### src/source/chan_cfg_pkg.sv
package chan_cfg_pkg;

  // data memory geometry
  localparam int ADDR_W     = 8;
  localparam int DATA_DEPTH = 256;   // words, two samples per word

  localparam int WORD_W   = 32;      // stream and memory word
  localparam int SAMPLE_W = 13;      // 12 data bits plus over-range in the lsb

  // header queue depth in words, two words per event
  localparam int HDR_DEPTH = 8;

  // configuration register selectors
  localparam logic [3:0] REG_BUFFER_SIZE = 4'd0;
  localparam logic [3:0] REG_POST_TRIG   = 4'd1;
  localparam logic [3:0] REG_CHANNEL_NUM = 4'd2;
  localparam logic [3:0] REG_TRIG_NUM    = 4'd3;

  typedef logic [ADDR_W-1:0] addr_t;   // data memory address
  typedef logic [WORD_W-1:0] word_t;   // one 32-bit word

endpackage

### src/source/acq_controller.sv
`timescale 1ns/1ps

module acq_controller (
  input  logic                              clk,
  input  logic                              reset,
  input  logic                              acq_arm,    // async level
  input  logic                              acq_trig,   // async level
  output logic                              acq_done,
  input  logic [chan_cfg_pkg::SAMPLE_W-1:0] sample_a,
  input  logic [chan_cfg_pkg::SAMPLE_W-1:0] sample_b,
  input  logic [chan_cfg_pkg::ADDR_W:0]     buffer_size,
  input  chan_cfg_pkg::addr_t               post_trig_size,
  input  logic [15:0]                       channel_num,
  input  chan_cfg_pkg::word_t               init_trig_num,
  input  logic                              trig_num_load,
  output logic                              mem_we,
  output chan_cfg_pkg::addr_t               mem_waddr,
  output chan_cfg_pkg::word_t               mem_wdata,
  output logic                              hdr_push,
  output chan_cfg_pkg::word_t               hdr_din
);
  import chan_cfg_pkg::*;

  enum logic [2:0] {S_IDLE, S_WRITING, S_POST, S_HEADER0, S_HEADER1, S_DONE} state;

  logic [1:0] sync_q0;     // {trig, arm} first stage
  logic [1:0] sync_q1;     // {trig, arm} second stage
  logic       trig_d;
  logic       arm_s;
  logic       trig_rise;
  logic       wrap;
  addr_t      waddr;
  addr_t      last_addr;
  addr_t      post_cnt;
  word_t      trig_num;

  // 13-bit sample to 16 bits, sign bit is the msb
  function automatic logic [WORD_W/2-1:0] sext(input logic [SAMPLE_W-1:0] s);
    return {{(WORD_W/2-SAMPLE_W){s[SAMPLE_W-1]}}, s};
  endfunction

  ////////////////////////////////////////
  // arm and trigger synchronizers
  ////////////////////////////////////////
  always_ff @(posedge clk) begin
    if (reset) begin
      sync_q0 <= '0;
      sync_q1 <= '0;
      trig_d  <= 1'b0;
    end else begin
      sync_q0 <= {acq_trig, acq_arm};
      sync_q1 <= sync_q0;
      trig_d  <= sync_q1[1];   // for edge detect
    end
  end

  assign arm_s     = sync_q1[0];
  assign trig_rise = sync_q1[1] & ~trig_d;

  ////////////////////////////////////////
  // packing and ring write
  ////////////////////////////////////////
  assign mem_wdata = {sext(sample_b), sext(sample_a)};   // sample_a in the low half
  assign mem_we    = (state == S_WRITING) || (state == S_POST);
  assign mem_waddr = waddr;
  assign wrap      = ({1'b0, waddr} == buffer_size - 1'b1);

  // header words pushed back to back
  assign hdr_push = (state == S_HEADER0) || (state == S_HEADER1);
  assign hdr_din  = (state == S_HEADER0) ? trig_num :
                    {channel_num, {(WORD_W/2-ADDR_W){1'b0}}, last_addr};
  assign acq_done = (state == S_DONE);

  always_ff @(posedge clk) begin
    if (reset) begin
      state     <= S_IDLE;
      waddr     <= '0;
      last_addr <= '0;
      post_cnt  <= '0;
      trig_num  <= '0;
    end else begin
      if (mem_we) begin
        waddr     <= wrap ? '0 : waddr + 1'b1;
        last_addr <= waddr;   // newest word in the ring
      end
      case (state)
        S_IDLE: begin
          waddr <= '0;   // every arm starts at the bottom
          if (arm_s) state <= S_WRITING;
        end
        S_WRITING: begin
          if (!arm_s) begin
            state <= S_IDLE;
          end else if (trig_rise) begin
            post_cnt <= post_trig_size;
            state    <= (post_trig_size == '0) ? S_HEADER0 : S_POST;
          end
        end
        S_POST: begin
          post_cnt <= post_cnt - 1'b1;
          if (!arm_s) state <= S_IDLE;   // disarmed mid event, no header
          else if (post_cnt == addr_t'(1)) state <= S_HEADER0;
        end
        S_HEADER0: state <= S_HEADER1;
        S_HEADER1: state <= arm_s ? S_DONE : S_IDLE;
        S_DONE: begin
          if (!arm_s) state <= S_IDLE;   // done held until disarm
        end
        default: state <= S_IDLE;
      endcase
      // event number
      if (trig_num_load) trig_num <= init_trig_num;
      else if (state == S_HEADER1) trig_num <= trig_num + 1'b1;
    end
  end

endmodule

### config.mk
export PLATFORM = sky130hd
export DESIGN_NAME = acq_controller
export DESIGN_NICKNAME = d
export VERILOG_FILES = /design/src/source/chan_cfg_pkg.sv /design/src/source/acq_controller.sv
export SDC_FILE = /design/constraint.sdc
export NUM_CORES = 1
export LEC_CHECK = 0
export BUFFER_PORTS_ARGS = -buffer_cell sky130_fd_sc_hd__buf_2
export CAP_MARGIN = 20
export CORE_MARGIN = 2
export CORE_UTILIZATION = 44
export CTS_CLUSTER_DIAMETER = 80
export DETAILED_ROUTE_END_ITERATION = 10
export GPL_ROUTABILITY_DRIVEN = 0
export PLACE_DENSITY = 0.8
export RECOVER_POWER = 50
export SLEW_MARGIN = 5
export SYNTH_ARGS = -nofsm -noshare
export SYNTH_HDL_FRONTEND = slang
export SYNTH_SLANG_ARGS = --single-unit
### constraint.sdc
create_clock -name clk -period 2.5 [get_ports clk]
set_input_delay 0.5 -clock clk [delete_from_list [all_inputs] [get_ports clk]]
set_output_delay 0.5 -clock clk [all_outputs]
set_load 0.005 [all_outputs]
Yosys cells after proc, flatten, opt, wreduce, memory -nomap -nowiden
Cells that the tools add are included.
{"block": "classes", "n_addsub": 4, "mul": 0, "div": 0, "magnitude_cmp": 0, "n_eq_ne": 13, "n_shift": 0, "n_mux": 16, "n_bitwise": 2, "n_reduce_logical": 9}
{"operator": "$mux 32", "count": 3}
{"operator": "$add 32x1->32 const B", "count": 1}
{"operator": "$mux 8", "count": 3}
{"operator": "$mux 3", "count": 7}
{"operator": "$pmux 3 s6", "count": 1}
{"operator": "$pmux 8 s2", "count": 1}
{"operator": "$eq 8x9->1", "count": 1}
{"operator": "$sub 9x1->9 const B", "count": 1}
{"operator": "$add 8x1->8 const B", "count": 1}
{"operator": "$eq 8x1->1 const B", "count": 1}
{"operator": "$logic_not 8->1", "count": 1}
{"operator": "$ne 2x2->1 const B", "count": 4}
{"operator": "$sub 8x1->8 const B", "count": 1}
{"operator": "$eq 3x2->1 const B", "count": 2}
{"operator": "$eq 3x3->1 const B", "count": 2}
{"operator": "$reduce_and 4->1", "count": 1}
{"operator": "$reduce_bool 2->1", "count": 2}
{"operator": "$eq 3x1->1 const B", "count": 1}
{"operator": "$logic_not 3->1", "count": 1}
{"operator": "$ne 3x2->1 const B", "count": 1}
{"operator": "$ne 3x3->1 const B", "count": 1}
{"operator": "$reduce_and 3->1", "count": 1}
{"operator": "$logic_or 1x1->1", "count": 2}
{"operator": "$reduce_or 2->1", "count": 1}
{"operator": "other kinds (3)", "count": 3}
{"block": "totals", "register_bits": 64, "latch_bits": 0, "ramBits": 0, "rom_bits": 0, "in_bits": 96, "out_inout_bits": 75, "wordCells": 52, "n_memories": 0}

Logic depth before layout (Yosys ltp)
Gate-level depths: netlist (run 1).
{"block": "logic_depth", "ltp_word": 5, "depth_mapped": 8, "mapped_depth_nobuf": 8}

Least setup slack after synthesis (run 1)
OpenSTA, ideal clock, no wires.
{"block": "synth_path", "path_type": "input to register", "start": "input port buffer_size[0] in the netlist's numbering", "end": "register waddr[2], in the netlist mem_waddr[2]", "arrival_time_ps": 2255, "t_required_ps": 2369, "slack_ps": 115, "path_stages": 8, "path_buffers": 0, "path_cell_list": "inv_1 ha_1 or4b_4 o41a_1 nor4_4 o21ai_2 nor4b_4 nor3_1"}
{"block": "synth_between", "elab_chain_cells": 3}
{"element": "start, declared", "line": "acq_controller.sv:11", "text": "input logic [chan_cfg_pkg::ADDR_W:0] buffer_size,"}
{"element": "$sub 9x1->9", "line": "acq_controller.sv:66", "text": "assign wrap = ({1'b0, waddr} == buffer_size - 1'b1);"}
{"element": "$eq 8x9->1", "line": "acq_controller.sv:66"}
{"element": "$mux 8", "line": "acq_controller.sv:83", "text": "waddr <= wrap ? '0 : waddr + 1'b1;"}
{"element": "end signal, assigned", "line": "acq_controller.sv:83"}
{"element": "end, declared", "line": "acq_controller.sv:32", "text": "addr_t waddr;"}
No other way between the ends.
A chain may end at the register's enable or synchronous reset.

Worst setup path after layout (run 1)
{"block": "layout_path", "start": "input port buffer_size[0] in the netlist's numbering", "end": "register waddr[3], in the netlist mem_waddr[3]"}
The elaborated chain is that of the path after synthesis.

==> results.sh, run 1 <==
export IMPL_largest_net_degree_at_the_start_of_global_routing=35
export IMPL_rsz_0062_raised_after_global_routing="false"
export IMPL_layout_core_utilization=0.517
export IMPL_maxCapViolCount=0
export IMPL_maxSlewHeadroom=0.292
export IMPL_initial_utilization=0.448
export IMPL_std_cell_rows=35
export IMPL_synthToLayoutAreaGrowth_pct=15.2
export IMPL_numCtsBuffers=9
export IMPL_io_buffer_count=112
export IMPL_regToRegEndpoint="trig_num[26]$_SDFFE_PP0P_"
export IMPL_yosys_warnings=0
export IMPL_post_route_period_util=0.934
export IMPL_setup_violations=0
export IMPL_synth_enable_flop_cells=0
export IMPL_arrival_ns=2.54
export IMPL_holdCritPathClass="in -> reg"
export IMPL_ys_seq_elements=64
export IMPL_yosysSeqAreaShare=0.312
export IMPL_crit_type="in -> reg"
export IMPL_fp_dieArea_um2=10100
export IMPL_use_met2=0.324
export IMPL_num_antenna_cells=0
export IMPL_worst_ep_required_time_ns=2.70
export IMPL_async_sr_flop_fraction=0
export IMPL_timing_fmax_mhz=428
export IMPL_power_ir_vdd_worst_uv=219
export IMPL_post_synth_top_area_cell="dfxtp_1"
export IMPL_powerDensity_nw_per_um2=478
export IMPL_cts_root_to_sink_buffers=2
export IMPL_crit_path_cell_trace="buf_2 -> inv_1 -> ha_1 -> buf_4 -> nor4b_1 -> o311ai_0 -> a32oi_1 -> o21ai_2 -> nor4b_4 -> nor3_1"
export IMPL_drt_pass1_iterations=5
export IMPL_core_area_um2=9150
export IMPL_netlist_area_leader_share=0.312
export IMPL_synthDistinctLibCells=55
export IMPL_vias=4034
export IMPL_critical_path_endpoint_type="flop"
export IMPL_use_met1=0.270
export IMPL_die_width_um=101
export IMPL_power_leakage_nw=2.01
export IMPL_dp_hpwl_um=7640
export IMPL_number_of_global_route_vias_before_repair=3626
export IMPL_avgViaCountPerCell=5.47
export IMPL_max_stage_delay_ns=0.43
export IMPL_fp_dieH_um=101
export IMPL_tritoncts_num_sinks=64
export IMPL_critical_path_top_delay_family="simple AND/OR/NAND/NOR gates"
export IMPL_rrSetupSlack_ns=0.25
export IMPL_drive_above_1_share=0.238
export IMPL_synthCells=549
export IMPL_final_nets=723
export IMPL_grt_overflow_total=0
export IMPL_synth_area_top_cells="dfxtp_1 (31%), nand2_1 (9.7%), buf_4 (5.9%)"
export IMPL_crit_fanout=6
export IMPL_drc=0
export IMPL_stdcell_count=738
export IMPL_grt_pass1_wl_um=16600
export IMPL_finalClockSkew_ns=0.0101
export IMPL_grt_util_all_layers=0.203
export IMPL_worstSetupStartpointType="input port"
export IMPL_clock_slew_at_reported_path_ffs_ns=0.07
export IMPL_clock_latency_ns=0.33
export IMPL_worst_min_delay_path_startpoint="acq_trig"
export IMPL_tritoncts_clock_tree="yes"
export IMPL_outcome="finished, final reports clean"
export IMPL_r2r_start="trig_num[3]$_SDFFE_PP0P_"
export IMPL_tightest_slew_ns=1.06
export IMPL_worstHoldPathCells=2
export IMPL_postRouteAntennaNets=0
export IMPL_dp_cells=722
export IMPL_htree_num_levels=3
export IMPL_timing_hold_worst_endpoint="sync_q0[1]$_SDFF_PP0_"
export IMPL_area_of_the_mapped_netlist_um2=4100
export IMPL_wl_per_cell_um=14.1
export IMPL_grt_busiest_layer="met2"
export IMPL_critical_path_n_buffers_inverters=3
export IMPL_min_period_ns=2.34
export IMPL_average_size_of_a_mapped_cell_um2=7.47
export IMPL_timing_final_hold_violations=0
export IMPL_slowest_stage="nor4b_4"
export IMPL_antenna_found_initial=0
export IMPL_wire_length_after_detailed_routing_um=10400
export IMPL_io_pin_count=171
export IMPL_cts_root_buffer="clkbuf_8"
export IMPL_synth_main_ff_cell="dfxtp_1"
export IMPL_syn_num_nets=650
export IMPL_totalNegativeSetupSlack_ns=0
export IMPL_timing_reg2reg_worst_path_depth=6
export IMPL_met3_layer_usage_reported_by_global_route=0.0333
export IMPL_report_final_slew_viol_count=0
export IMPL_drt_iter0_markers=264
## placed cells by master (no fill, tap or decap), drive strengths merged, types with 2 or more instances in the layout
cell type  netlist  layout
and4             5       5
o311ai           2       2
clkbuf          24      20
or4              2       2
a311oi           5       5
o211ai           2       2
xor2            16      16
a211oi          17      17
buf             39     118
nand2          108     108
and3             5       5
clkinv           0       2
a22oi            4       4
or2              3       3
a32oi            2       2
xnor2           27      27
nor4b            4       4
and2             8       8
mux2i           12      12
nor3b            2       2
nand4           11      11
a21oi           18      18
nand2b           3       3
a31oi            2       2
or3              4       4
nor2b            7       7
nor2            63      63
dfxtp           64      64
nor4             4       4
nor3            23      23
inv             11      11
a22o             2       2
nand3           19      19
o21ai           13      13
ha               5       5
## final cells by class
type                       count  area, um^2
timing repair buffer         125         646
fill                         867        4420
clock buffer                  13         159
sequential                    64        1280
clock inverter                 3        40.0
inverter                      11        41.3
multi-input combinational    411        2420
tap                          111         139
## repair_timing
action	in CTS	in global routing
hold buffers	0	0
resized for setup	0	2
buffers inserted	0	0
setup endpoints to repair	0	24
## where the power goes
group,total (mW),internal [mW],switching [mW]
Combinational,0.257,0.126,0.131
Clock,0.901,0.513,0.388
Sequential,1.10,1.06,0.0431
## layer usage
metal	vias to the layer above	routed length [um]	part of all wire
li1	1993	-	-
met1	1883	4610	0.44
met2	138	4870	0.47
met3	20	648	0.062
met4	0	240	0.023
met5	-	0	0
## sequential cells by signal, summed over array words and instances, names as in the netlist
signal and count:
trig_num 32, trig_d 1, last_addr 8, sync_q1 2, post_cnt 8, state 3
mem_waddr 8, sync_q0 2
## through the flow
| stage | instance area (um^2) | worst slack [ns] | power, mW | hold WS [ns] |
|---|---|---|---|---|
| final | 4730 | 0.165 | 2.26 | 0.376 |
| after global routing | 4730 | 0.0558 | 2.35 | 0.374 |
| after CTS | 4740 | 0.0496 | 2.27 | 0.363 |
| after detailed placement | 4540 | -0.140 | 1.38 | 0.421 |
| after global placement | 4540 | -0.0209 | 1.37 | 0.428 |
| after floorplan | 4100 | 0.115 | 1.30 | 0.414 |
## how the worst max path moves through the flow
stage	to	startpoint	slack (ns)	cells after the start
after global routing	mem_waddr[3]$_SDFFE_PP0P_	buffer_size[1]	0.06	10
after detailed placement	mem_waddr[5]$_SDFFE_PP0P_	buffer_size[0]	-0.14	10
after CTS	hdr_din[30]	state[0]$_SDFFE_PP0P_	0.05	5
after floorplan	mem_waddr[2]$_SDFFE_PP0P_	buffer_size[0]	0.11	8
final	mem_waddr[3]$_SDFFE_PP0P_	buffer_size[0]	0.16	10
after global placement	mem_waddr[7]$_SDFFE_PP0P_	buffer_size[0]	-0.02	9
## kinds of logic (layout without fill, tap and decap cells)
| kind of cell | count (synthesis) | in the layout | share of synthesized area |
|---|---|---|---|
| simple gates | 277 | 277 | 0.331 |
| xor+xnor | 43 | 43 | 0.0918 |
| compound gates | 74 | 74 | 0.122 |
| buf+inv | 74 | 152 | 0.0985 |
| flops | 64 | 64 | 0.312 |
| mux | 12 | 12 | 0.0293 |
| fa+ha+maj | 5 | 5 | 0.0152 |
## synth_stat cells, types with 3 or more instances
cell type,instances
a22oi_1,4
nand4_1,11
inv_1,10
nand2b_1,3
and2_1,8
a311oi_1,5
nand3_1,19
xor2_1,16
and3_1,5
and4_1,5
nand2_1,106
xnor2_1,27
mux2i_1,12
o21ai_0,12
buf_2,5
nor2b_1,7
clkbuf_1,24
or3_1,4
a211oi_1,17
a21oi_1,18
dfxtp_1,64
nor2_1,63
nor4b_1,3
nor3_1,23
buf_4,32
ha_1,5
or2_2,3
## worst register-to-register path, delay by kind of cell, from the launching register on
family           cells  cell delay [ns]
AND/OR/NAND/NOR      5             1.61
flip-flops           1             0.41
AO/OA/AOI/OAI        1             0.09
Note: power is estimated with default switching activity, not from simulation.
==> run 2: changes to the inputs <==
--- a/config.mk
+++ b/config.mk
@@ -8,11 +8,10 @@
 export BUFFER_PORTS_ARGS = -buffer_cell sky130_fd_sc_hd__buf_2
 export CAP_MARGIN = 20
 export CORE_MARGIN = 2
-export CORE_UTILIZATION = 44
+export CORE_UTILIZATION = 53
 export CTS_CLUSTER_DIAMETER = 80
 export DETAILED_ROUTE_END_ITERATION = 10
-export GPL_ROUTABILITY_DRIVEN = 0
-export PLACE_DENSITY = 0.8
+export PLACE_DENSITY = 0.9
 export RECOVER_POWER = 50
 export SLEW_MARGIN = 5
 export SYNTH_ARGS = -nofsm -noshare
==> constraint.sdc (replaced) <==
create_clock -name clk -period 2.8 [get_ports clk]
set_input_delay 0.56 -clock clk [delete_from_list [all_inputs] [get_ports clk]]
set_output_delay 0.56 -clock clk [all_outputs]
set_load 0.005 [all_outputs]
==> results.sh, run 2 (synthesis gave the netlist of run 1 again) <==
export IMPL_outcome="finished with violations"
export IMPL_violations="capacitance limit, slew limit"
export IMPL_maxSlewHeadroom=-0.0212
export IMPL_post_route_period_util=0.896
export IMPL_htree_num_levels=3
export IMPL_wire_length_after_detailed_routing_um=10100
export IMPL_min_period_ns=2.51
export IMPL_report_final_slew_viol_count=35
export IMPL_detailed_place_area_um2=4480
export IMPL_cts_hold_buf=0
export IMPL_worst_hold_slack_ns=0.432
export IMPL_powerDensity_nw_per_um2=434
export IMPL_setup_violations=0
export IMPL_power_share_switching=0.253
export IMPL_critical_path_endpoint_type="output port"
export IMPL_tightest_slew_ns=1.53
export IMPL_r2r_start="state[0]$_SDFFE_PP0P_"
export IMPL_crit_type="reg -> out"
export IMPL_io_buffer_count=112
export IMPL_largest_reg_flops=32
export IMPL_totalNegativeSetupSlack_ns=0
export IMPL_crit_fanout=28
export IMPL_fp_dieArea_um2=8460
export IMPL_clock_latency_ns=0.34
export IMPL_worst_min_delay_path_startpoint="acq_arm"
export IMPL_drt_pass1_iterations=4
export IMPL_tritoncts_clock_tree="yes"
export IMPL_numCtsBuffers=9
export IMPL_timing_fmax_mhz=399
export IMPL_final_nets=716
export IMPL_worstSetupStartpointType="flop"
export IMPL_number_of_global_route_vias_before_repair=3798
export IMPL_crit_path_cell_trace="nand2_1 -> or2_2 -> o21ai_0 -> buf_2"
export IMPL_dp_hpwl_um=7210
export IMPL_rrSetupSlack_ns=0.50
export IMPL_internal_power_mw=1.51
export IMPL_tritoncts_num_sinks=64
export IMPL_wl_per_cell_um=14.0
export IMPL_io_pin_count=171
export IMPL_die_width_um=92.0
export IMPL_grt_util_all_layers=0.242
export IMPL_antenna_found_initial=0
export IMPL_drt_iter0_markers=177
export IMPL_fp_dieH_um=92.0
export IMPL_final_weighted_congestion_of_routability_driven_global_placement=0.859
export IMPL_grt_overflow_total=0
export IMPL_largest_net_degree_at_the_start_of_global_routing=46
export IMPL_fillers=711
export IMPL_finalClockSkew_ns=0.00857
export IMPL_timing_hold_worst_endpoint="sync_q0[0]$_SDFF_PP0_"
export IMPL_power_net_switching_mw=0.512
export IMPL_std_cell_rows=32
export IMPL_drc=0
export IMPL_regToRegEndpoint="trig_num[31]$_SDFFE_PP0P_"
export IMPL_power_sequential_fraction=0.486
export IMPL_mostFrequentLayoutCells="buf_2 (109), nand2_1 (106), dfxtp_1 (64), nor2_1 (62), xnor2_1 (27)"
export IMPL_avgViaCountPerCell=5.52
export IMPL_power_ir_vdd_worst_uv=229
export IMPL_max_flop_register="trig_num"
export IMPL_worstHoldPathCells=2
export IMPL_cts_root_to_sink_buffers=2
export IMPL_postRouteAntennaNets=0
export IMPL_vias=3983
export IMPL_slowest_stage="dfxtp_1"
export IMPL_post_route_cell_area_um2=4660
export IMPL_arrival_ns=1.95
export IMPL_p_clk_frac=0.402
export IMPL_timing_reg2reg_worst_path_depth=6
export IMPL_comb_power_share=0.112
export IMPL_startpoint="state[1]$_SDFFE_PP0P_"
export IMPL_layout_cells_most_common="buf_2"
export IMPL_drive_above_1_share=0.229
export IMPL_critical_path_top_delay_family="simple AND/OR/NAND/NOR gates"
export IMPL_core_area_um2=7610
export IMPL_critical_path_n_buffers_inverters=1
export IMPL_worst_ep_required_time_ns=2.24
export IMPL_num_antenna_cells=0
export IMPL_grt_pass1_wl_um=16900
export IMPL_power_leakage_nw=1.99
export IMPL_fin_total_pwr_mw=2.02
export IMPL_timing_final_hold_violations=0
export IMPL_rsz_0062_raised_after_global_routing="false"
export IMPL_synthToLayoutAreaGrowth_pct=13.7
export IMPL_cts_root_buffer="clkbuf_8"
export IMPL_cts_resized=0
export IMPL_initial_utilization=0.539
export IMPL_holdCritPathClass="in -> reg"
export IMPL_max_stage_delay_ns=0.58
export IMPL_clock_slew_at_reported_path_ffs_ns=0.07
export IMPL_cts_post_setup_buffers_inserted=0
export IMPL_maxCapViolCount=1
## run 2: changes by cell type in the layout (fill, tap and decap cells not counted)
| cell | before | now |
|---|---|---|
| buf_4 | 11 | 4 |
| buf_2 | 107 | 109 |
| clkbuf_1 | 8 | 6 |
| dfxtp_1 | 62 | 64 |
| dfxtp_2 | 2 | 0 |
## run 2: routing by layer
metal | wire length, um | track usage | vias up
met5 | 0 | 0 | -
met4 | 246 | 0.126 | 0
met3 | 618 | 0.0411 | 27
met2 | 4890 | 0.406 | 142
met1 | 4380 | 0.297 | 1829
li1 | - | - | 1985
## run 2: worst reg2reg max path, cell delays in order, from the launching register on
cell and delay [ns]:
dfxtp_1 0.43, nor3b_4 0.43, and4_1 0.48, nand2_2 0.20, nor4_1 0.28, xnor2_1 0.11
a211oi_1 0.26
## run 2: area by class of cell
type	count	area, um^2	area share
multi-input cells	411	2420	0.519
flip-flops and latches	64	1280	0.275
inverters	11	41.3	0.00885
clock buffers	13	159	0.0341
well taps	102	128	0.0274
clock inverters	3	40.0	0.00858
repair buffers	118	596	0.128
## run 2: per-stage QoR
| step | cells | util | setup slack [ns] |
|---|---|---|---|
| 2_1_floorplan | 549 | - | 0.355 |
| 3_3_place_gp | 706 | 0.588 | 0.146 |
| 3_5_place_dp | 706 | 0.588 | 0.0222 |
| 4_1_cts | 722 | 0.614 | 0.282 |
| 5_1_grt | 722 | 0.613 | 0.108 |
| 6_report | 722 | 0.613 | 0.291 |
## run 2: power by group through the flow
stage,clock (mW),sequential (mW),combinational (mW)
final,0.813,0.984,0.226
after global routing,0.867,0.988,0.253
after CTS,0.834,0.982,0.226
after detailed placement,0,1.00,0.224
after global placement,0,1.00,0.215
after floorplan,0,0.992,0.173
## run 2: worst max path at each step
stage / to / cells past startpoint
after global placement: mem_waddr[5]$_SDFFE_PP0P_ / 9
after CTS: hdr_din[22] / 4
after global routing: hdr_din[30] / 4
after floorplan: mem_waddr[2]$_SDFFE_PP0P_ / 8
after detailed placement: mem_waddr[4]$_SDFFE_PP0P_ / 9
final: hdr_din[22] / 4
