--- config.mk ---
export PLATFORM = sky130hd
export DESIGN_NAME = command_decoder
export DESIGN_NICKNAME = d
export VERILOG_FILES = /design/src/source/chan_cfg_pkg.sv /design/src/source/chan_cmd_pkg.sv /design/src/source/command_decoder.sv
export SDC_FILE = /design/constraint.sdc
export NUM_CORES = 1
export LEC_CHECK = 0
export BUFFER_PORTS_ARGS = -buffer_cell sky130_fd_sc_hd__clkbuf_2
export CAP_MARGIN = 20
export CORE_AREA = 2 2 80 82
export CTS_CLUSTER_SIZE = 25
export DETAILED_ROUTE_END_ITERATION = 16
export DIE_AREA = 0 0 82 84
export PLACE_DENSITY = 0.77
export SETUP_SLACK_MARGIN = 0.2
export SLEW_MARGIN = 20
export SYNTH_ARGS = -nofsm -noshare
export SYNTH_HDL_FRONTEND = slang
export SYNTH_SLANG_ARGS = --single-unit
--- constraint.sdc ---
create_clock -name clk -period 3.1 [get_ports clk]
set_clock_uncertainty 0.1 [all_clocks]
set_input_delay 0.62 -clock clk [delete_from_list [all_inputs] [get_ports clk]]
set_output_delay 0.62 -clock clk [all_outputs]
set_load 0.03 [all_outputs]
--- src/source/chan_cfg_pkg.sv ---
package chan_cfg_pkg;

  // data memory geometry
  localparam int ADDR_W     = 8;
  localparam int DATA_DEPTH = 256;   // words, two samples per word

  localparam int WORD_W   = 32;      // stream and memory word
  localparam int SAMPLE_W = 13;      // 12 data bits plus over-range in the lsb

  // header queue depth in words, two words per event
  localparam int HDR_DEPTH = 8;

  // configuration register selectors
  localparam logic [3:0] REG_BUFFER_SIZE = 4'd0;
  localparam logic [3:0] REG_POST_TRIG   = 4'd1;
  localparam logic [3:0] REG_CHANNEL_NUM = 4'd2;
  localparam logic [3:0] REG_TRIG_NUM    = 4'd3;

  typedef logic [ADDR_W-1:0] addr_t;   // data memory address
  typedef logic [WORD_W-1:0] word_t;   // one 32-bit word

endpackage

--- src/source/chan_cmd_pkg.sv ---
package chan_cmd_pkg;

  // opcode sits in the top nibble of every command
  localparam logic [3:0] OP_WRITE_REG = 4'd1;
  localparam logic [3:0] OP_READOUT   = 4'd2;

  // single word returned when the header queue is empty
  localparam logic [31:0] STATUS_NO_EVENT = 32'hF000_0000;

  ////////////////////////////////////////
  // command word, decoded by opcode
  ////////////////////////////////////////
  typedef union packed {
    // register write
    struct packed {
      logic [3:0]  opcode;
      logic [3:0]  sel;     // register selector
      logic [23:0] value;   // zero-extended into the target
    } wr;
    // readout request
    struct packed {
      logic [3:0]  opcode;
      logic [15:0] rsvd;
      logic [11:0] count;   // data words wanted
    } rd;
  } cmd_word_t;

endpackage

--- src/source/command_decoder.sv ---
`timescale 1ns/1ps

module command_decoder (
  input  logic                          clk,
  input  logic                          reset,
  input  chan_cfg_pkg::word_t           rx_data,
  input  logic                          rx_valid,
  output logic                          rx_ready,
  input  logic                          readout_busy,
  output logic [chan_cfg_pkg::ADDR_W:0] buffer_size,
  output chan_cfg_pkg::addr_t           post_trig_size,
  output logic [15:0]                   channel_num,
  output chan_cfg_pkg::word_t           init_trig_num,
  output logic                          trig_num_load,
  output logic                          readout_req,
  output logic [11:0]                   req_count
);
  import chan_cfg_pkg::*;
  import chan_cmd_pkg::*;

  cmd_word_t   cmd;
  logic        rx_fire;
  logic [11:0] count_lim;

  assign rx_ready  = ~readout_busy;   // stall commands while a readout runs
  assign rx_fire   = rx_valid & rx_ready;
  assign cmd       = rx_data;
  assign count_lim = 12'(buffer_size);   // never read more than the ring holds

  always_ff @(posedge clk) begin
    if (reset) begin
      buffer_size    <= (ADDR_W+1)'(DATA_DEPTH);
      post_trig_size <= addr_t'(16);
      channel_num    <= '0;
      init_trig_num  <= '0;
      trig_num_load  <= 1'b0;
      readout_req    <= 1'b0;
      req_count      <= '0;
    end else begin
      trig_num_load <= 1'b0;   // strobes last one clock
      readout_req   <= 1'b0;
      if (rx_fire) begin
        case (cmd.wr.opcode)
          OP_WRITE_REG: begin
            case (cmd.wr.sel)
              REG_BUFFER_SIZE: buffer_size    <= cmd.wr.value[ADDR_W:0];
              REG_POST_TRIG:   post_trig_size <= cmd.wr.value[ADDR_W-1:0];
              REG_CHANNEL_NUM: channel_num    <= cmd.wr.value[15:0];
              REG_TRIG_NUM: begin
                init_trig_num <= word_t'(cmd.wr.value);
                trig_num_load <= 1'b1;   // controller reloads its event count
              end
              default: ;   // unknown selector
            endcase
          end
          OP_READOUT: begin
            readout_req <= 1'b1;
            req_count   <= (cmd.rd.count > count_lim) ? count_lim : cmd.rd.count;
          end
          default: ;   // other opcodes dropped
        endcase
      end
    end
  end

endmodule

Yosys cells after proc, flatten, opt, wreduce, memory -nomap -nowiden --
Cells that the tools add are included. Widths: inputs -> output; s select.
Cells by class: reductions and logical operators 8, muxes and demuxes 3, bitwise operators 4, $mul 0, add/subtract/negate cells 0, divide/modulo/power cells 0, order comparisons 1, shift-type cells 0, eq/ne operators 5
Operators with widths (count):
- $eq 4x2->1 const B | 3
- $gt 12x9->1 | 1
- $mux 12 | 1
- $reduce_and 3->1 | 4
- $eq 4x1->1 const B | 2
- $logic_not 4->1 | 1
- $not 1->1 | 3
- $reduce_or 3->1 | 1
- $mux 1 | 2
- $reduce_and 2->1 | 1
- $reduce_or 2->1 | 1
- $and 1x1->1 | 1
Storage, ports and cells: register bits after elaboration 71, memories 0, bits in writable memories 0, latch bits 0, ROM bits 0

Logic depth before layout (Yosys ltp) --
Gate-level depths: netlist (run 1).
word-level depth 4, depth in mapped cells 8, mapped depth without buffers 7

Least setup slack after synthesis (run 1) --
Ideal clock, no wire load.
kind input-to-reg, start point input port rx_data[1], end point register req_count[0], path buffers 1, setup slack 829 ps, stages 7, arrival 2080 ps, library setup time 91 ps, path through ha_1 > nor2b_1 > o211ai_1 > a2111o_1 > a21o_1 > buf_6 > a311oi_1
On the way: cells in the longest elaborated chain, start to end 2
RTL lines:
- from (decl) | line command_decoder.sv:6 | input chan_cfg_pkg::word_t rx_data,
- $gt 12x9->1 | line command_decoder.sv:58 | req_count <= (cmd.rd.count > count_lim) ? count_lim : cmd.rd.count;
- $mux 12 | line command_decoder.sv:58
- to (signal assigned) | line command_decoder.sv:58
- to (decl) | line command_decoder.sv:16 | output logic [11:0] req_count
Every way passes these cells. A chain may end at the register's enable or synchronous reset.

Worst setup path in the final report (run 1) --
start point register buffer_size[1] in the netlist's numbering, end point register req_count[8]
On the way: cells in the longest elaborated chain, start to end 2
RTL lines:
- from (decl) | line command_decoder.sv:10 | output logic [chan_cfg_pkg::ADDR_W:0] buffer_size,
- from (signal assigned) | line command_decoder.sv:32 | buffer_size <= (ADDR_W+1)'(DATA_DEPTH);
- from (signal assigned) | line command_decoder.sv:46 | REG_BUFFER_SIZE: buffer_size <= cmd.wr.value[ADDR_W:0];
- $gt 12x9->1 | line command_decoder.sv:58
- $mux 12 | line command_decoder.sv:58
Every way passes these cells.

==> reports/qor.yml, run 1 <==
reg2reg_setup_slack_ps: 780
arrival_time_at_the_worst_endpoint_ps: 2440
worstSetupStartpoint: "buffer_size[1]"
clock_sink_count: 71
crit_path_end: "req_count[8]"
grt_util_met3: 0.0714
clock_latency_ps: 350
yosys_warnings: 0
crit_path_top_delay_cell: "sky130_fd_sc_hd__a2111oi_0"
firstDrtPassIters: 4
slew_limit_headroom: 0.387
synth.top_cells.by_area: "sky130_fd_sc_hd__dfxtp_1, sky130_fd_sc_hd__mux2i_1, sky130_fd_sc_hd__nand2_1"
drtAntennaViolNets: 0
antenna_cells: 0
max_stage_delay_ps: 540
final.setup.worst_slack_ps: 782
synthesis.area_um2: 2950
global_route.overflow_total: 0
rows: 29
reg2reg_to: "req_count[8]"
post_cts_resize_count: 0
groute.usage.overall: 0.223
timing.reg2reg.worst_path_depth: 7
hold_buffers: 0
netSwitchingPower_w: 0.000438
cts_setup_buffers: 0
core_area_um2: 6100
yosysMostFrequentCell: "sky130_fd_sc_hd__dfxtp_1"
cts-buffers-inserted: 9
final_period_minus_worst_setup_slack_ps: 2320
dp_hpwl_um: 5310
seq_power_share: 0.470
finalSetupViolations: 0
globalRouteMet1Util: 0.273
synth_flop_cell: "sky130_fd_sc_hd__dfxtp_1"
die_w_um: 82
drc: 0
end_kind: "register"
vias: 2668
timing.final.crit_share: 0.748
clockRootBuffer: "sky130_fd_sc_hd__clkbuf_8"
path_cells: "inv_1 > ha_1 > nor2b_1 > o211ai_1 > a2111o_1 > a2111oi_0 > a211oi_1"
io_pins: 116
report.final.hold_viol_count: 0
gp_routability_congestion: 0.859
grt_pass1_vias: 2505
layout-area-overhead-vs-synth_pct: 27.6
critical_path_cell_count: 7
async_reset_ff_frac: 0
netlist_instances: 324
pwr-share-comb: 0.054
grt_max_usage_layer: "met2"
peakVddDrop_uv: 321
number_of_antenna_violations_at_the_first_check_in_global_routing: 0
routed_wire_length_per_instance_um: 14.5
design.final.nets: 473
htreeDepth: 3
synth_top_area_share: 0.482
avgViaCountPerCell: 5.23
synth_common_cells: "sky130_fd_sc_hd__dfxtp_1, sky130_fd_sc_hd__nand2_1, sky130_fd_sc_hd__nor2_1, sky130_fd_sc_hd__mux2i_1, sky130_fd_sc_hd__a21oi_1"
fillerInstances: 547
dp_slack_ps: 459
post-synth-top-area-cell: "sky130_fd_sc_hd__dfxtp_1"
syn_avg_cell_area_um2: 9.10
rsz0062_at_grt: "no"
power_switching_share: 0.225
timing.critical_path.from_type: "register"
grt_util_met2: 0.343
die_area_um2: 6890
max_slew.worst_pin.slew_ps: 920
min-delay-path-class: "register to register"
power_density_nw_per_um2: 517
critical_register_to_register_path_startpoint: "buffer_size[1]"
drive_above_1_share: 0.309
timing.hold.ws_ps: 352
max_freq_mhz: 431
cts_max_path_buffers: 2
grt_first_pass_wirelength_um: 11700
floorplan.initialDensity: 0.484
utilization: 0.617
yosys_register_bits: 71
leakage_nw: 1.82
synth_cell_types: 34
cts.reportedPaths.clkPinSlew_ps: 80
synth_edf_count: 0
dieHeight_um: 84
maxCapViolations: 0
seq_total_area_yosys: 0.482
cts_tree: "built"
outcome: "finished clean"
worst-setup-path-type: "register to register"
critical_path_fanout_max: 10
critPathRequiredTime_ps: 3220
share_clk_of_total_power: 0.476
drt_iter0_markers: 170
grt_max_degree: 48
final.setup.tns_ps: 0
maxSlewViolCount: 0
wirelength_um: 7380
port_buffers: 107
worst-path-buf-inv: 1
hold_depth: 2
critical_path.top_delay_family: "compound AO/OA/AOI/OAI gates"
power.internal_w: 0.00151
==> worst min-delay path: cells and delay by family (launching register included) <==
kind	cells	cell delay (ps)
AND/OR/NAND/NOR	1	50
AO/OA/AOI/OAI	1	50
flip-flops	1	310
==> layer usage <==
layer / vias to the layer above / wire length, um
met2: 104 / 3360
met3: 15 / 641
met4: 0 / 179
met5: - / 0
met1: 1247 / 3200
li1: 1302 / -
==> cells in the final DEF, fill, tap and decap left out, drive strengths merged, types with 3 or more instances in the layout <==
cell type / instances
nand3b: 3
nor3b: 4
buf: 7
a2111oi: 9
a21oi: 27
dfxtp: 71
clkbuf: 117
ha: 9
bufinv: 3
nand2: 49
nand3: 3
a211oi: 8
mux2i: 31
conb: 8
o21bai: 9
inv: 13
nor2: 44
==> flip-flops by register name (all words and copies together) (netlist names) <==
name	count
req_count	12
post_trig_size	8
trig_num_load	1
readout_req	1
channel_num	16
init_trig_num	24
buffer_size	9
==> worst min-delay path by stage <==
stage	endpoint	from
floorplan	init_trig_num[10]	init_trig_num[10]
global placement	init_trig_num[20]	init_trig_num[20]
detailed placement	init_trig_num[23]	init_trig_num[23]
CTS	init_trig_num[23]	init_trig_num[23]
global route	init_trig_num[23]	init_trig_num[23]
finish	init_trig_num[23]	init_trig_num[23]
==> stage by stage <==
stage                     std cells  instance area (um2)  power, W
final                           510                 3760   0.00195
after global routing            510                 3760   0.00200
after floorplan                 331                 2970   0.00100
after detailed placement        494                 3510   0.00104
after CTS                       510                 3760   0.00195
after global placement          494                 3510   0.00104
==> power by group through the flow <==
stage,clock [W],sequential (W),combinational (W)
after floorplan,0,0.000940,0.0000600
after global placement,0,0.000936,0.000102
after detailed placement,0,0.000936,0.000104
after CTS,0.000934,0.000914,0.000104
after global routing,0.000972,0.000914,0.000115
final,0.000926,0.000914,0.000105
==> kinds of logic (layout without fill, tap and decap cells) <==
group / count (synthesis) / count (layout) / synth area share
and+or+nand+nor: 112 / 112 / 0.171
DFF: 71 / 71 / 0.482
AOI/OAI and AO/OA: 60 / 60 / 0.136
buffers and inverters: 40 / 142 / 0.0658
muxes: 31 / 31 / 0.105
adders and majority gates: 9 / 9 / 0.0382
other: 1 / 8 / 0.00127
==> cell type report <==
cell class | count | area (um2) | share of cell area
Sequential cell | 71 | 1420 | 0.378
Clock buffer | 10 | 138 | 0.0366
Tap cell | 77 | 96.3 | 0.0256
Inverter | 12 | 45.0 | 0.0120
Clock inverter | 6 | 115 | 0.0306
Multi-Input combinational cell | 220 | 1360 | 0.361
Timing Repair Buffer | 114 | 588 | 0.156
No activity file was read; power rests on OpenSTA's default activity.
==> run 2, diff against run 1 <==
--- a/config.mk
+++ b/config.mk
@@ -5,13 +5,14 @@
 export SDC_FILE = /design/constraint.sdc
 export NUM_CORES = 1
 export LEC_CHECK = 0
+export ABC_AREA = 1
 export BUFFER_PORTS_ARGS = -buffer_cell sky130_fd_sc_hd__clkbuf_2
 export CAP_MARGIN = 20
-export CORE_AREA = 2 2 80 82
+export CORE_AREA = 2 2 84 86
 export CTS_CLUSTER_SIZE = 25
 export DETAILED_ROUTE_END_ITERATION = 16
-export DIE_AREA = 0 0 82 84
-export PLACE_DENSITY = 0.77
+export DIE_AREA = 0 0 86 88
+export PLACE_DENSITY = 0.73
 export SETUP_SLACK_MARGIN = 0.2
 export SLEW_MARGIN = 20
 export SYNTH_ARGS = -nofsm -noshare
==> constraint.sdc (replaced) <==
create_clock -name clk -period 2.4 [get_ports clk]
set_clock_uncertainty 0.1 [all_clocks]
set_input_delay 0.48 -clock clk [delete_from_list [all_inputs] [get_ports clk]]
set_output_delay 0.48 -clock clk [all_outputs]
set_load 0.03 [all_outputs]
==> run 2 against run 1 <==
Sequential power increased by 29%; wire length increased by 2.5%; area after synthesis increased by 6.5%; cell count increased by 11%; critical path type unchanged; largest cell class unchanged; largest power group is now sequential cells; highest routed layer unchanged.
==> reports/qor.yml, run 2 <==
synth_common_cells: "sky130_fd_sc_hd__nor2_1, sky130_fd_sc_hd__dfxtp_1, sky130_fd_sc_hd__nand2_1, sky130_fd_sc_hd__o21ai_0"
max_ffs_per_register: 24  # unchanged
drive_above_1_share: 0.331  # +0.0218
cts.reportedPaths.clkPinSlew_ps: 80  # about the same
reg_top3: "init_trig_num: 24 flops, channel_num: 16 flops, req_count: 12 flops"
final.setup.tns_ps: 0  # unchanged
dieHeight_um: 88  # +4.8%
synth_edf_count: 0  # unchanged
clock_latency_ps: 340  # about the same
rows: 30  # +3.4%
post_synth_fa_ha_maj_area_fraction: 0.0359  # -0.00233
die_area_um2: 7570  # +9.9%
rsz0062_at_grt: "no"
worst-path-buf-inv: 2  # +1
clockRootBuffer: "sky130_fd_sc_hd__clkbuf_8"
antenna_cells: 0  # unchanged
grt_pass1_vias: 2540  # +1.4%
global_route.overflow_total: 0  # unchanged
port_buffers: 107  # unchanged
synth_top_area_share: 0.453  # -0.0294
synth_simple_gate_area_share: 0.207  # +0.0358
synthesis.area_um2: 3140  # +6.5%
max_freq_mhz: 510  # +18%
critical_path.top_delay_family: "simple AND/OR/NAND/NOR gates"
io_pins: 116  # unchanged
min-delay-path-class: "input pin to register"
number_of_antenna_violations_at_the_first_check_in_global_routing: 0  # unchanged
core_area_um2: 6640  # +9.0%
design.final.nets: 527  # +11%
worst-setup-path-type: "register to register"
design_power_total_w: 0.00238  # +22%
die_w_um: 86  # +4.9%
cts-buffers-inserted: 9  # unchanged
maxCapViolations: 0  # unchanged
crit_path_top_delay_cell: "sky130_fd_sc_hd__dfxtp_1"
post_cts_resize_count: 0  # unchanged
drtAntennaViolNets: 0  # unchanged
critical_path_fanout_max: 18  # +8
synth.area.mux_share: 0  # -0.105
vias: 2781  # +4.2%
synth_compound_gate_area_share: 0.191  # +0.0555
power_density_nw_per_um2: 619  # +20%
synth_top_family_by_area: "simple AND/OR/NAND/NOR gates"
final_design_area_no_fill_um2: 3840  # +2.1%
cts_setup_buffers: 0  # unchanged
grt_first_pass_wirelength_um: 12000  # +2.5%
netlist_instances: 380  # +17%
detailed_place.area_um2: 3630  # +3.4%
cts_tree: "built"
final-seq-area_um2: 1420  # unchanged
floorplan.initialDensity: 0.473  # -0.0111
synth.top_cells.by_area: "sky130_fd_sc_hd__dfxtp_1, sky130_fd_sc_hd__nor2_1, sky130_fd_sc_hd__o21ai_0"
maxSlewViolCount: 0  # unchanged
synth_xor_xnor_area_share: 0  # unchanged
peakVddDrop_uv: 432  # +35%
grt_max_degree: 35  # -27%
yosysMostFrequentCell: "sky130_fd_sc_hd__nor2_1"
timing.critical_path.from_type: "register"
cts_max_path_buffers: 2  # unchanged
arrival_time_at_the_worst_endpoint_ps: 2100  # -340 ps
utilization: 0.578  # -0.0390
gp_routability_congestion: 0.812  # -5.5%
layout-area-overhead-vs-synth_pct: 22.4
report.final.hold_viol_count: 0  # unchanged
dp_hpwl_um: 5420  # +1.9%
syn_avg_cell_area_um2: 8.26  # -9.2%
routed_wire_length_per_instance_um: 13.4  # -7.7%
multi_input_area_um2: 1400  # +2.8%
groute.usage.overall: 0.203  # -0.0196
mostFrequentLayoutCell: "sky130_fd_sc_hd__clkbuf_2"
hold_buffers: 0  # unchanged
drc: 0  # unchanged
htreeDepth: 3  # unchanged
highest_count_cells_in_the_layout_ignoring_fill_and_taps: "sky130_fd_sc_hd__clkbuf_2, sky130_fd_sc_hd__nor2_1, sky130_fd_sc_hd__dfxtp_1, sky130_fd_sc_hd__o21ai_0, sky130_fd_sc_hd__nand2_1"
synth_cell_types: 35  # +2.9%
finalSetupViolations: 0  # unchanged
leakage_nw: 1.88  # +3.2%
synth_flop_cell: "sky130_fd_sc_hd__dfxtp_1"
avgViaCountPerCell: 4.91  # -6.1%
critPathRequiredTime_ps: 2530  # -690 ps
fillerInstances: 617  # +13%
final.setup.worst_slack_ps: 438  # -344 ps
end_kind: "register"
post-synth-top-area-cell: "sky130_fd_sc_hd__dfxtp_1"
firstDrtPassIters: 4  # unchanged
outcome: "finished clean"
timing.critical_path.mode_cell: "sky130_fd_sc_hd__nand2_1"
wirelength_um: 7560  # +2.5%
max_stage_delay_ps: 370  # -170 ps
yosys_warnings: 0  # unchanged
dp_slack_ps: 206  # -253 ps
max_flop_register: "init_trig_num"
path_cells: "inv_1 > ha_1 > nand2_1 > inv_1 > nand2_1 > nor3_1 > nand2_2 > nand3_1 > nand2_1 > nor2_1 > nor2_1"
clock_sink_count: 71  # unchanged
yosys_register_bits: 71  # unchanged
drt_iter0_markers: 97  # -43%
async_reset_ff_frac: 0  # unchanged
timing.final.crit_share: 0.818  # +0.0699
seq_total_area_yosys: 0.453  # -0.0294
final_period_minus_worst_setup_slack_ps: 1960  # -356 ps
[run 2: cell families after synthesis]
group,count (synthesis)
AND/OR/NAND/NOR,135
AO/OA/AOI/OAI,102
flip-flops,71
buffers and inverters,62
adder cells (fa/ha/maj),9
other,1
[run 2: routing by layer]
| layer | share of wire | vias to the layer above | global-route usage | wire (um) |
|---|---|---|---|---|
| met1 | 0.47 | 1259 | 0.266 | 3540 |
| met2 | 0.45 | 86 | 0.320 | 3430 |
| met3 | 0.070 | 7 | 0.0735 | 528 |
| li1 | - | 1429 | - | - |
| met4 | 0.0075 | 0 | 0.0505 | 57 |
| met5 | 0 | - | 0 | 0 |
[run 2: worst paths after layout]
| check | startpoint | to | slack, ps | cells past startpoint |
|---|---|---|---|---|
| setup / recovery | buffer_size[7] | req_count[8] | 440 | 11 |
| hold / removal | rx_data[19] | init_trig_num[19] | 260 | 3 |
| setup reg to reg | buffer_size[7] | req_count[8] | 440 | 11 |
| hold reg to reg | req_count[11] | req_count[11] | 340 | 2 |
[run 2: cell type report]
class	instances	share of cell area
Clock buffer	10	0.0332
Clock inverter	5	0.0218
Inverter	35	0.0381
Multi-Input combinational cell	254	0.364
Sequential cell	71	0.370
Tap cell	80	0.0261
Timing Repair Buffer	111	0.147
[run 2: through the flow]
step / std cells / hold slack, ps
after floorplan: 387 / 468
after global placement: 551 / 327
after detailed placement: 551 / 331
after CTS: 566 / 255
after global routing: 566 / 259
final: 566 / 261
[run 2: power by group]
part / internal, W / total [W] / switching [W]
logic: 0.0000518 / 0.000165 / 0.000113
registers: 0.00118 / 0.00118 / 0.00000180
clock network: 0.000582 / 0.00103 / 0.000450
total: 0.00181 / 0.00238 / 0.000565
[run 2: tightest hold or removal path: stages]
cell,delay (ps)
sky130_fd_sc_hd__clkbuf_2,70
sky130_fd_sc_hd__nor2_1,40
sky130_fd_sc_hd__nor2_1,80
==> run 3, diff against run 2 <==
==> constraint.sdc (replaced) <==
create_clock -name clk -period 1.9 [get_ports clk]
set_clock_uncertainty 0.1 [all_clocks]
set_input_delay 0.38 -clock clk [delete_from_list [all_inputs] [get_ports clk]]
set_output_delay 0.38 -clock clk [all_outputs]
set_load 0.03 [all_outputs]
==> run 3 against run 2 <==
Combinational power rose by 62%; via count rose by 9.8%; design area rose by 11%; setup slack got worse by 330 ps; core utilization rose by 6.6 points; global-route usage rose by 1.4 points; flip-flop and latch count did not move; die area did not move; critical path type unchanged; critical endpoint is now req_count[5]; largest cell class is now multi-input combinational cells.
==> reports/qor.yml, run 3 (synthesis results as in run 2) <==
outcome: "finished clean"
timing.final.crit_share: 0.943  # +0.125
reg_top3: "init_trig_num: 24 flops, channel_num: 16 flops, req_count: 12 flops"
firstDrtPassIters: 4  # unchanged
highest_count_cells_in_the_layout_ignoring_fill_and_taps: "sky130_fd_sc_hd__clkbuf_2, sky130_fd_sc_hd__nor2_1, sky130_fd_sc_hd__dfxtp_1, sky130_fd_sc_hd__o21ai_0, sky130_fd_sc_hd__a21oi_1"
drc: 0  # unchanged
reg2reg_to: "req_count[5]"
arrival_time_at_the_worst_endpoint_ps: 1970  # -130 ps
final.setup.worst_slack_ps: 108  # -330 ps
cts_max_path_buffers: 2  # unchanged
number_of_antenna_violations_at_the_first_check_in_global_routing: 0  # unchanged
report.final.hold_viol_count: 0  # unchanged
drive_above_1_share: 0.447  # +0.116
design.final.nets: 543  # +3.0%
worst-setup-path-type: "register to register"
end_kind: "register"
rows: 30  # unchanged
worstSetupStartpoint: "buffer_size[7]"
grt_pass1_vias: 2766  # +8.9%
htreeDepth: 3  # unchanged
multi_input_area_um2: 1700  # +22%
peakVddDrop_uv: 449  # +3.9%
io_pins: 116  # unchanged
hold_depth: 3  # unchanged
maxSlewViolCount: 0  # unchanged
die_w_um: 86  # unchanged
clockRootBuffer: "sky130_fd_sc_hd__clkbuf_8"
gp_routability_congestion: 0.746  # -8.1%
drtAntennaViolNets: 0  # unchanged
global_route.overflow_total: 0  # unchanged
timing.reg2reg.worst_path_depth: 11  # unchanged
crit_path_end: "req_count[5]"
wirelength_um: 8900  # +18%
timing.critical_path.from_type: "register"
layout-area-overhead-vs-synth_pct: 36.4
core_area_um2: 6640  # unchanged
final_period_minus_worst_setup_slack_ps: 1790  # -170 ps
dp_hpwl_um: 5440  # +0.46%
final-seq-area_um2: 1450  # +2.1%
antenna_cells: 0  # unchanged
min-delay-path-class: "input pin to register"
vias: 3053  # +9.8%
number_of_instances_in_the_placed_design: 552  # +0.18%
grt_max_degree: 46  # +31%
cts.reportedPaths.clkPinSlew_ps: 80  # about the same
cts-buffers-inserted: 9  # unchanged
dieHeight_um: 88  # unchanged
grt_first_pass_wirelength_um: 12800  # +6.7%
mostFrequentLayoutCell: "sky130_fd_sc_hd__clkbuf_2"
floorplan.initialDensity: 0.473  # unchanged
drt_iter0_markers: 159  # +64%
critPathRequiredTime_ps: 2070  # -460 ps
fillerInstances: 565  # -8.4%
fin_cells: 583  # +3.0%
hold_buffers: 0  # unchanged
leakage_nw: 2.04  # +8.7%
critical_register_to_register_path_startpoint: "buffer_size[7]"
max_flop_register: "init_trig_num"
groute.usage.overall: 0.217  # +0.0140
clock_latency_ps: 340  # about the same
avgViaCountPerCell: 5.24  # +6.6%
critical_path_fanout_max: 4  # -14
port_buffers: 107  # unchanged
reg2reg_setup_slack_ps: 110  # -330 ps
rsz0062_at_grt: "yes"
cts_tree: "built"
clock_sink_count: 71  # unchanged
routed_wire_length_per_instance_um: 15.3  # +14%
max_ffs_per_register: 24  # unchanged
maxCapViolations: 0  # unchanged
max_freq_mhz: 558  # +9.5%
dp_slack_ps: 1.95  # -204 ps
power_density_nw_per_um2: 684  # +10%
die_area_um2: 7570  # unchanged
finalSetupViolations: 0  # unchanged
## run 3: timing repair
action | in CTS | in global routing
setup buffers | 5 | 4
gates resized for setup | 28 | 28
endpoints found under the setup margin | 9 | 9
cloned | 4 | 2
pin swaps | 6 | 16
## run 3: layer usage
metal  share of wire  up-vias  routed length [um]  GRT usage
li1                -     1477                   -          -
met1            0.40     1414                3590      0.268
met2            0.49      146                4340      0.350
met3           0.087       16                 774     0.0773
met4           0.022        0                 197     0.0823
met5               0        -                   0          0
## run 3: power by group
group	switching (W)	leakage (nW)	internal, W
Clock	0.000586	0.102	0.000592
Combinational	0.000176	1.36	0.0000918
Sequential	0.00000242	0.577	0.00148
Total	0.000765	2.04	0.00216
## run 3: worst min-delay path by stage
stage | to | startpoint
2_1_floorplan | buffer_size[7] | buffer_size[7]
3_3_place_gp | req_count[11] | req_count[11]
3_5_place_dp | req_count[9] | req_count[9]
4_1_cts | init_trig_num[18] | rx_data[18]
5_1_grt | init_trig_num[22] | rx_data[22]
6_report | init_trig_num[22] | rx_data[22]
## run 3: stage by stage
step	hold WS, ps	TNS (ps)	power, W	instance area [um2]	util
2_1_floorplan	409	0	0.00166	3220	-
3_3_place_gp	328	0	0.00173	3700	0.558
3_5_place_dp	332	0	0.00173	3700	0.558
4_1_cts	151	0	0.00291	4090	0.616
5_1_grt	152	-0.288	0.00303	4280	0.644
6_report	162	0	0.00293	4280	0.644
## run 3: cell type report
cell class / count / share of cell area
well taps: 80 / 0.0234
clock buffers: 12 / 0.0389
repair buffers: 121 / 0.159
multi-input cells: 260 / 0.397
flip-flops and latches: 71 / 0.339
clock inverters: 4 / 0.00584
inverters: 35 / 0.0365
## run 3: worst max-delay path: stages, from the launching register on
cell,delay [ps]
sky130_fd_sc_hd__dfxtp_4,370
sky130_fd_sc_hd__inv_4,40
sky130_fd_sc_hd__ha_4,260
sky130_fd_sc_hd__nand2_2,60
sky130_fd_sc_hd__inv_2,100
sky130_fd_sc_hd__nand2_4,80
sky130_fd_sc_hd__nor3_4,120
sky130_fd_sc_hd__buf_6,160
sky130_fd_sc_hd__nand2_2,120
sky130_fd_sc_hd__a21oi_2,180
sky130_fd_sc_hd__nor2_2,40
sky130_fd_sc_hd__nor2_1,80
